$ cat config.mk
export PLATFORM = sky130hd
export DESIGN_NAME = lenet_conv_unit
export DESIGN_NICKNAME = d
export VERILOG_FILES = /design/src/lenet_pkg.sv /design/src/lenet_cfg_if.sv /design/src/lenet_conv_unit.sv /design/src/lenet_mac_pipe.sv /design/src/lenet_weight_regs.sv /design/src/lenet_approx_mul.sv
export SDC_FILE = /design/constraint.sdc
export NUM_CORES = 1
export LEC_CHECK = 0
export BUFFER_PORTS_ARGS = -buffer_cell sky130_fd_sc_hd__buf_4
export CAP_MARGIN = 0
export CORE_UTILIZATION = 63
export CTS_CLUSTER_SIZE = 12
export DETAILED_ROUTE_END_ITERATION = 7
export GPL_TIMING_DRIVEN = 0
export PLACE_DENSITY = 0.86
export SLEW_MARGIN = 20
export SYNTH_ARGS = -nofsm -noshare
export SYNTH_HDL_FRONTEND = slang
export SYNTH_SLANG_ARGS = --single-unit
$ cat constraint.sdc
create_clock -name clk -period 7.74 [get_ports clk]
set_clock_uncertainty 0.05 [all_clocks]
set_input_delay 1.548 -clock clk [delete_from_list [all_inputs] [get_ports clk]]
set_output_delay 1.548 -clock clk [all_outputs]
set_load 0.05 [all_outputs]
$ cat src/lenet_pkg.sv
`default_nettype none

package lenet_pkg;

    // datapath widths
    localparam int act_w   = 8;   // activation and weight
    localparam int prod_w  = 16;  // multiplier output
    localparam int acc_w   = 21;  // signed accumulator, nine products plus bias
    localparam int bias_w  = 16;  // two's complement bias
    localparam int shift_w = 4;   // output right shift
    localparam int cfg_w   = 16;  // configuration data word

    // 3x3 kernel
    localparam int n_taps = 9;
    localparam int tap_w  = 4;

    // configuration write opcodes
    typedef enum logic [1:0] {
        cfg_weight = 2'd0,  // weight at cfg_addr
        cfg_bias   = 2'd1,
        cfg_shift  = 2'd2,
        cfg_nop    = 2'd3
    } cfg_op_e;

    // result register occupancy
    typedef enum logic {
        out_empty = 1'b0,
        out_full  = 1'b1
    } out_state_e;

endpackage

`default_nettype wire
$ cat src/lenet_cfg_if.sv
`default_nettype none

// kernel configuration as seen by the MAC pipeline
interface lenet_cfg_if;

    logic        [lenet_pkg::act_w-1:0]   weight_tap;  // weight of the requested tap
    logic        [lenet_pkg::tap_w-1:0]   tap;
    logic signed [lenet_pkg::bias_w-1:0]  bias;
    logic        [lenet_pkg::shift_w-1:0] shift;
    logic                                 busy;        // window in progress

    modport regs (
        output weight_tap, bias, shift,
        input  tap, busy
    );

    modport mac (
        input  weight_tap, bias, shift,
        output tap, busy
    );

endinterface

`default_nettype wire

$ cat src/lenet_conv_unit.sv
`default_nettype none

// one convolution tap engine
module lenet_conv_unit (
    input  logic                          clk,
    input  logic                          rst_n,

    input  logic                          cfg_valid,
    input  lenet_pkg::cfg_op_e            cfg_op,
    input  logic [lenet_pkg::tap_w-1:0]   cfg_addr,
    input  logic [lenet_pkg::cfg_w-1:0]   cfg_data,

    input  logic                          act_valid,
    output logic                          act_ready,
    input  logic [lenet_pkg::act_w-1:0]   act_data,

    output logic                          res_valid,
    input  logic                          res_ready,
    output logic [lenet_pkg::act_w-1:0]   res_data
);

    lenet_cfg_if cfg_if_i ();

    lenet_weight_regs regs_i (
        .clk       (clk),
        .rst_n     (rst_n),
        .cfg_valid (cfg_valid),
        .cfg_op    (cfg_op),
        .cfg_addr  (cfg_addr),
        .cfg_data  (cfg_data),
        .cfg       (cfg_if_i.regs)
    );

    lenet_mac_pipe mac_i (
        .clk       (clk),
        .rst_n     (rst_n),
        .act_valid (act_valid),
        .act_ready (act_ready),
        .act_data  (act_data),
        .res_valid (res_valid),
        .res_ready (res_ready),
        .res_data  (res_data),
        .cfg       (cfg_if_i.mac)
    );

endmodule

`default_nettype wire

$ cat src/lenet_mac_pipe.sv
`default_nettype none

// streaming 3x3 MAC with bias, ReLU, shift and saturation
module lenet_mac_pipe (
    input  logic                         clk,
    input  logic                         rst_n,
    input  logic                         act_valid,
    output logic                         act_ready,
    input  logic [lenet_pkg::act_w-1:0]  act_data,
    output logic                         res_valid,
    input  logic                         res_ready,
    output logic [lenet_pkg::act_w-1:0]  res_data,
    lenet_cfg_if.mac                     cfg
);

    logic [lenet_pkg::tap_w-1:0]  tap_cnt;
    logic [lenet_pkg::prod_w-1:0] prod;
    logic                         accept;
    logic                         advance;
    logic                         last_tap;

    // stage 1
    logic                         s1_valid;
    logic                         s1_last;
    logic [lenet_pkg::prod_w-1:0] s1_prod;

    // stage 2
    logic signed [lenet_pkg::acc_w-1:0] acc;
    logic signed [lenet_pkg::acc_w-1:0] acc_next;
    logic signed [lenet_pkg::acc_w-1:0] biased;
    logic        [lenet_pkg::acc_w-1:0] relu;
    logic        [lenet_pkg::acc_w-1:0] shifted;
    logic        [lenet_pkg::act_w-1:0] sat;
    lenet_pkg::out_state_e              out_state;
    logic        [lenet_pkg::act_w-1:0] res_q;

    lenet_approx_mul mul_i (
        .x (cfg.weight_tap),  // weight picks the rows
        .y (act_data),
        .z (prod)
    );

    // stall only when a finished window cannot leave
    assign advance   = !(out_state == lenet_pkg::out_full && !res_ready && s1_valid && s1_last);
    assign act_ready = advance;
    assign accept    = act_valid && act_ready;
    assign last_tap  = (tap_cnt == lenet_pkg::tap_w'(lenet_pkg::n_taps - 1));

    assign cfg.tap  = tap_cnt;
    assign cfg.busy = (tap_cnt != '0) || s1_valid;

    always_ff @(posedge clk) begin
        if (!rst_n) begin
            tap_cnt  <= '0;
            s1_valid <= 1'b0;
        end else if (advance) begin
            s1_valid <= accept;
            if (accept) begin
                tap_cnt <= last_tap ? '0 : tap_cnt + 1'b1;
            end
        end
    end

    always_ff @(posedge clk) begin
        if (advance && accept) begin
            s1_prod <= prod;
            s1_last <= last_tap;
        end
    end

    always_comb begin
        acc_next = acc + $signed({{(lenet_pkg::acc_w - lenet_pkg::prod_w){1'b0}}, s1_prod});
        biased   = acc_next
                 + {{(lenet_pkg::acc_w - lenet_pkg::bias_w){cfg.bias[lenet_pkg::bias_w-1]}},
                    cfg.bias};
        relu     = biased[lenet_pkg::acc_w-1] ? '0 : biased;
        shifted  = relu >> cfg.shift;
        sat      = (|shifted[lenet_pkg::acc_w-1:lenet_pkg::act_w])
                 ? {lenet_pkg::act_w{1'b1}} : shifted[lenet_pkg::act_w-1:0];
    end

    always_ff @(posedge clk) begin
        if (!rst_n) begin
            acc       <= '0;
            out_state <= lenet_pkg::out_empty;
        end else begin
            if (res_valid && res_ready) out_state <= lenet_pkg::out_empty;
            if (advance && s1_valid) begin
                if (s1_last) begin
                    acc       <= '0;
                    out_state <= lenet_pkg::out_full;  // drain and refill on one edge
                end else begin
                    acc <= acc_next;
                end
            end
        end
    end

    always_ff @(posedge clk) begin
        if (advance && s1_valid && s1_last) res_q <= sat;
    end

    assign res_valid = (out_state == lenet_pkg::out_full);
    assign res_data  = res_q;

    a_res_stable: assert property (
        @(posedge clk) disable iff (!rst_n)
        res_valid && !res_ready |=> res_valid && $stable(res_data)
    ) else $error("result changed while waiting for res_ready");

    a_tap_range: assert property (
        @(posedge clk) disable iff (!rst_n)
        tap_cnt <= lenet_pkg::tap_w'(lenet_pkg::n_taps - 1)
    ) else $error("tap counter past the last tap");

endmodule

`default_nettype wire

$ cat src/lenet_weight_regs.sv
`default_nettype none

// kernel weights, bias and output shift
module lenet_weight_regs (
    input  logic                          clk,
    input  logic                          rst_n,
    input  logic                          cfg_valid,
    input  lenet_pkg::cfg_op_e            cfg_op,
    input  logic [lenet_pkg::tap_w-1:0]   cfg_addr,
    input  logic [lenet_pkg::cfg_w-1:0]   cfg_data,
    lenet_cfg_if.regs                     cfg
);

    logic        [lenet_pkg::act_w-1:0]   weights [lenet_pkg::n_taps];
    logic signed [lenet_pkg::bias_w-1:0]  bias_q;
    logic        [lenet_pkg::shift_w-1:0] shift_q;

    always_ff @(posedge clk) begin
        if (!rst_n) begin
            for (int i = 0; i < lenet_pkg::n_taps; i++) begin
                weights[i] <= '0;
            end
            bias_q  <= '0;
            shift_q <= '0;
        end else if (cfg_valid) begin
            case (cfg_op)
                lenet_pkg::cfg_weight: begin
                    if (cfg_addr < lenet_pkg::tap_w'(lenet_pkg::n_taps)) begin
                        weights[cfg_addr] <= cfg_data[lenet_pkg::act_w-1:0];
                    end  // addresses past the kernel are dropped
                end
                lenet_pkg::cfg_bias:  bias_q  <= cfg_data[lenet_pkg::bias_w-1:0];
                lenet_pkg::cfg_shift: shift_q <= cfg_data[lenet_pkg::shift_w-1:0];
                default: ;
            endcase
        end
    end

    // tap index comes from the pipeline's counter
    assign cfg.weight_tap = (cfg.tap < lenet_pkg::tap_w'(lenet_pkg::n_taps))
                          ? weights[cfg.tap] : '0;
    assign cfg.bias  = bias_q;
    assign cfg.shift = shift_q;

    // reconfiguring mid-window would mix old and new kernels
    a_no_write_while_busy: assert property (
        @(posedge clk) disable iff (!rst_n)
        cfg_valid |-> !cfg.busy
    ) else $error("configuration write while a window is in progress");

endmodule

`default_nettype wire

$ cat src/lenet_approx_mul.sv
`default_nettype none

// 8x8 unsigned approximate multiplier
// x selects the rows, y is the multiplicand
module lenet_approx_mul (
    input  logic [lenet_pkg::act_w-1:0]  x,
    input  logic [lenet_pkg::act_w-1:0]  y,
    output logic [lenet_pkg::prod_w-1:0] z
);

    logic [lenet_pkg::act_w-1:0] pp [lenet_pkg::act_w];  // masked copies of y

    // sparse correction words for the pruned low rows
    logic [12:0] corr1;
    logic [12:0] corr2;
    logic [12:0] corr3;
    logic [12:0] corr4;

    always_comb begin
        for (int i = 0; i < lenet_pkg::act_w; i++) begin
            pp[i] = y & {lenet_pkg::act_w{x[i]}};
        end
    end

    always_comb begin
        corr1 = '0;
        corr2 = '0;
        corr3 = '0;
        corr4 = '0;

        corr1[4]  = pp[0][3] ^ pp[1][2];
        corr1[7]  = pp[0][6] ^ pp[1][5];
        corr1[8]  = pp[0][7] | pp[1][6];
        corr1[9]  = pp[2][7] | pp[3][6];
        corr1[10] = pp[3][7];
        corr1[11] = pp[4][7] ^ pp[5][6];  // half adder sum
        corr1[12] = pp[4][7] & pp[5][6];  // and its carry

        corr2[7]  = pp[0][7] & pp[1][6];
        corr2[8]  = pp[2][5] & pp[3][4];
        corr2[9]  = pp[4][4] | pp[5][3];
        corr2[10] = pp[4][5] & pp[5][4];
        corr2[12] = pp[5][7];

        corr3[8]  = pp[2][6] | pp[3][5];
        corr3[9]  = pp[4][5] ^ pp[5][4];
        corr3[10] = pp[4][6] & pp[5][5];

        corr4[8]  = pp[4][3] | pp[5][2];
        corr4[10] = pp[4][6] | pp[5][5];
    end

    // top two rows pass through exactly
    assign z = lenet_pkg::prod_w'({pp[6], 6'b0})
             + lenet_pkg::prod_w'({pp[7], 7'b0})
             + lenet_pkg::prod_w'(corr1)
             + lenet_pkg::prod_w'(corr2)
             + lenet_pkg::prod_w'(corr3)
             + lenet_pkg::prod_w'(corr4);

endmodule

`default_nettype wire

# [Word level (Yosys, flattened, before mapping)]
# Memories as Yosys holds them, arrays and structs flattened. A register that Yosys moved wholly into a read port is not among the register bits.
# Cells that the tools add are included.
[totals] ff_bits=72 ram_bits=72 in_bits=35 out_inout_bits=10 wordCells=82 memories=1
[classes] add_sub_neg=8 order_cmp=2 n_eq_ne=3 shift=1 n_mux=18 bitwise_logic=24 reduce_logical=16
[mem_list] name="regs_i.weights" words=9 width=8 rd=1 rd_clocked_by_memory_dff=1 write_ports=9 line="lenet_weight_regs.sv:14" text="logic [lenet_pkg::act_w-1:0] weights [lenet_pkg::n_taps];"
[ops] cell="$and A8 B8 Y8" n=7
[ops] cell="$add A16 B11 Y16" n=2
[ops] cell="$add A16 B13 Y16" n=2
[ops] cell="$add A21 B17 Y21" n=1
[ops] cell="$add A21 B21 Y21" n=1
[ops] cell="$mux W21" n=1
[ops] cell="$shr A21 B4 Y21" n=1
[ops] cell="$mux W20" n=1
[ops] cell="$add A14 B15 Y16" n=1
[ops] cell="$mux W4" n=4
[ops] cell="$mux W8" n=2
[ops] cell="$reduce_or A13 Y1" n=1
[ops] cell="$mux W1" n=10
[ops] cell="$logic_and A1 B1 Y1" n=8
[ops] cell="$lt A4 B4 Y1 const B" n=2
[ops] cell="$reduce_or A8 Y1" n=1
[ops] cell="$and A7 B7 Y7" n=1
[ops] cell="$or A1 B1 Y1" n=6
[ops] cell="$reduce_and A2 Y1" n=3
[ops] cell="$and A1 B1 Y1" n=5
[ops] cell="$add A4 B1 Y4 const B" n=1
[ops] cell="$eq A4 B4 Y1 const B" n=1
[ops] cell="$xor A1 B1 Y1" n=4
[ops] cell="$eq A2 B1 Y1 const B" n=1
[ops] cell="4 further kinds" n=5

# [Longest topological paths before layout]
[logic_depth] word_depth=9 ltp_mapped=22 depth_no_buf=21

# [Hierarchy]
# From an unflattened synthesis, not the netlist that was laid out.
[hier_totals] cells_unflattened=1077 area_unflattened_um2=10267.3
[modules_own_cells] module="lenet_mac_pipe" n_inst=1 cells_per_inst=603 area_per_inst_um2=5034.8 seq_area_each_um2=1291.2
[modules_own_cells] module="lenet_weight_regs" n_inst=1 cells_per_inst=352 area_per_inst_um2=4174.0 seq_area_each_um2=2562.5
[modules_own_cells] module="lenet_approx_mul" n_inst=1 cells_per_inst=122 area_per_inst_um2=1058.5 seq_area_each_um2=0.0

# [Worst setup path after synthesis]
# No wires, ideal clock.
[synth_path] path_kind="register to register" start="register (tool-made name)" end="register mac_i.s1_prod[15] (netlist bit), data pin" setup_time_ns=0.258 arrival_time_ns=5.226 required_time_ns=7.432 setup_slack_ns=2.207 stages_incl_launch_ff=21 path_buffers=2 period_less_slack_ns=5.533 cell_sequence="dfxtp_1 > clkbuf_1 > buf_1 > mux4_2 > mux4_2 > nor2b_1 > and2_1 > fa_1 > inv_1 > fa_1 > fa_1 > inv_1 > ha_1 > inv_1 > fa_1 > inv_1 > a21oi_1 > o21bai_1 > a21o_1 > a21oi_1 > xnor2_1"
[synth_rtl] element="end signal: assignment" line="lenet_mac_pipe.sv:66" text="s1_prod <= prod;"
[synth_rtl] element="end: declaration" line="lenet_mac_pipe.sv:25" text="logic [lenet_pkg::prod_w-1:0] s1_prod;"

==> reports/metrics.cfg <==
[timing]
timing.final.max_slew_violations=0
fin_crit_sh_pct=81.7
max_slew_margin_pct=11.4
period_minus_slack_ps=6330
fin_ws_ps=1410
fin_hold_ws_ps=416
worstMarginPinSlew_ps=1320
clock.fmax_ghz=0.158
finalSetupViolCount=0
fin_setup_tns_ps=0
hold_viol_final=0
grt_setup_unrepaired=false

[synth]
ys_seq_area_share_pct=46.3
async_flop_share_pct=0
ys_warn_count=0
netlist_instances=1020
synthesis.area_mm2=0.0116
ys_ff_latch=195
avgSynthCellArea_um2=11.4
ys.flop_type=edfxtp_1
synth-edff-count=148
ys_types=86

[global_routing]
grt_pass1_vias=8351
antenna_found_initial=0
grt_first_pass_wirelength_um=43100
track_usage_pct=30.9
grt-ovfl-total=0
grt_max_degree=20

[cts]
cts_root_buf=clkbuf_16
cts_buffers=17
postCtsHoldBufs=0
clockBufferDepth=2
cts_tree=built
h-tree-depth=4
path_clk_slew_ps=70
post_cts_buffers=0
insertion_delay_ps=440
cts_resized=0
clkSinkCount=195

[floorplan]
die_y_um=138
num_rows=49
dieArea_mm2=0.0190
floorplan.initialDensity_pct=64.5
core-area_mm2=0.0180
num_io_pins=45
die_x_um=138

[setup_path]
endpoint_kind=flip-flop
critPathRequiredTime_ps=7880
crit_arrival_ps=6470
path_class=flip-flop to flip-flop
path_max_fanout=10
start_kind=flip-flop

[drt]
wl_um=27800
drcViolationCount=0
wl_per_cell_um=20.1
firstDrtPassIters=5
routed_via_density=6.30
routed-via-count=8699
ant_nets=0
dr.first_iter.drc_count=761

[layout]
multi_input_area_mm2=0.00612
syn_to_final_growth_pct=12.1
fillers=1278
drive_above_1_share_pct=12.7
regArea_mm2=0.00539
diodes=0
layout.nets=1240

[outcome]
status=completed

[run]
drv_cap=0

[power_and_ir_drop]
peakVddDrop_mv=0.185
p_leak_nw=5.08
p_per_area_mw_per_mm2=251
power_mw=3.27

[placed_design]
dp_slack_ps=1410
io_buffers=44
dp_hpwl_um=20200
gp_congestion=0.942

[worst_hold_path]
holdCritPathClass=flip-flop to flip-flop
hp-start=regs_i.cfg.bias[9]$_SDFFE_PN0P_

-- critical path, stage by stage (launching register included) --
cell      delay [ps]
dfxtp_1          320
clkbuf_1         400
buf_1            690
mux4_2           660
mux4_2           490
nor2b_1          220
and2_1           220
ha_1             180
inv_1             80
fa_1             390
inv_1            100
fa_1             460
fa_1             590
inv_1             70
fa_1             460
inv_1             80
a21oi_1           70
o21bai_1         210
a21o_1           150
a21oi_1           70
xnor2_1          120
-- layout by cell type, fill, tap and decap left out, types with 9 or more instances in the layout --
| master | count |
|---|---|
| a211oi_1 | 17 |
| a21o_1 | 13 |
| a21oi_1 | 44 |
| a22oi_1 | 10 |
| a31oi_1 | 12 |
| and2_1 | 87 |
| and3_1 | 16 |
| buf_4 | 44 |
| clkbuf_1 | 35 |
| clkbuf_16 | 17 |
| conb_1 | 56 |
| dfxtp_1 | 47 |
| edfxtp_1 | 148 |
| fa_1 | 17 |
| ha_1 | 50 |
| inv_1 | 39 |
| mux2i_1 | 9 |
| mux4_2 | 47 |
| nand2_1 | 90 |
| nand2b_1 | 9 |
| nand3_1 | 19 |
| nand3b_1 | 9 |
| nor2_1 | 54 |
| nor2b_1 | 24 |
| nor3_1 | 12 |
| o211ai_1 | 11 |
| o21ai_0 | 27 |
| o21ai_1 | 12 |
| or3_1 | 9 |
| xnor2_1 | 16 |
| xor2_1 | 10 |
-- metal layers --
layer	share of wire (%)	wire length (um)	vias up	global-route usage [%]
li1	-	-	4030	-
met1	39	10900	4243	38.5
met2	51	14200	363	53.9
met3	7.1	1960	63	5.63
met4	2.7	763	0	10.7
met5	0	0	-	0
-- sequential cells by signal, indices dropped and copies added, names as in the netlist, named ones only --
| signal | count |
|---|---|
| mac_i.acc | 17 |
| mac_i.cfg.tap | 4 |
| mac_i.res_data | 8 |
| mac_i.res_valid | 1 |
| mac_i.s1_last | 1 |
| mac_i.s1_prod | 11 |
| mac_i.s1_valid | 1 |
| regs_i.cfg.bias | 16 |
| regs_i.cfg.shift | 4 |
| regs_i.weights | 128 |
-- final cells by class --
cell class / instances / share of cell area, %
flip-flops and latches: 195 / 41.4
inverters: 41 / 1.18
clock inverters: 12 / 0.894
well taps: 229 / 2.20
plain buffers: 44 / 1.35
repair buffers: 44 / 2.54
clock buffers: 20 / 3.51
multi-input cells: 795 / 47.0
-- worst paths after layout --
path / to / slack (ps) / cells after the start
max: mac_i.s1_prod[15]$_DFFE_PP_ / 1410 / 20
min: regs_i.cfg.bias[9]$_SDFFE_PN0P_ / 420 / 2
max reg2reg: mac_i.s1_prod[15]$_DFFE_PP_ / 1410 / 20
min reg2reg: regs_i.cfg.bias[9]$_SDFFE_PN0P_ / 420 / 2
-- logic make-up after synthesis --
group,Yosys count,synth area share [%]
simple gates,357,16.4
flops,195,46.3
fa+ha+maj,67,8.31
buf+inv,85,2.83
other cells,1,0.0323
mux,59,10.2
xor+xnor,27,2.16
compound gates,229,13.8
-- cell usage after synthesis, drive strengths merged, types with 5 or more instances --
master	number	area [um2]
mux2i	9	90.1
nor2	54	203
fa	17	340
edfxtp	148	4440
nand3b	9	67.6
dfxtp	47	941
a41oi	5	43.8
o221ai	5	43.8
nor3	14	75.1
a31oi	12	75.1
a211oi	19	153
nor2b	25	164
and2	89	557
nand4	7	43.8
or3	10	67.6
o21bai	5	37.5
buf	10	47.6
nand3	19	95.1
xor2	10	87.6
inv	39	146
mux4	47	1060
xnor2	16	140
a31o	5	43.8
a21boi	9	67.6
ha	50	626
o211ai	11	82.6
nand2b	9	56.3
a22oi	10	75.1
a21o	14	106
o21ai	42	221
clkbuf	34	128
a21oi	45	229
and3	17	111
nand2	90	338
-- stage by stage --
stage          std cells  util, %  cell area, um2
3_3_place_gp        1348     69.0           12400
3_5_place_dp        1348     69.0           12400
6_report            1380     72.2           13000
5_1_grt             1380     72.2           13000
2_1_floorplan       1075        -           11800
4_1_cts             1380     72.2           13000
-- report_power, final --
part	total, mW	leakage, nW	internal (mW)	switching (mW)
registers	1.25	1.80	1.22	0.0312
logic	1.15	3.00	0.467	0.684
clock network	0.867	0.278	0.443	0.424
total	3.27	5.08	2.13	1.14
Power figures use the tool's default switching activity.
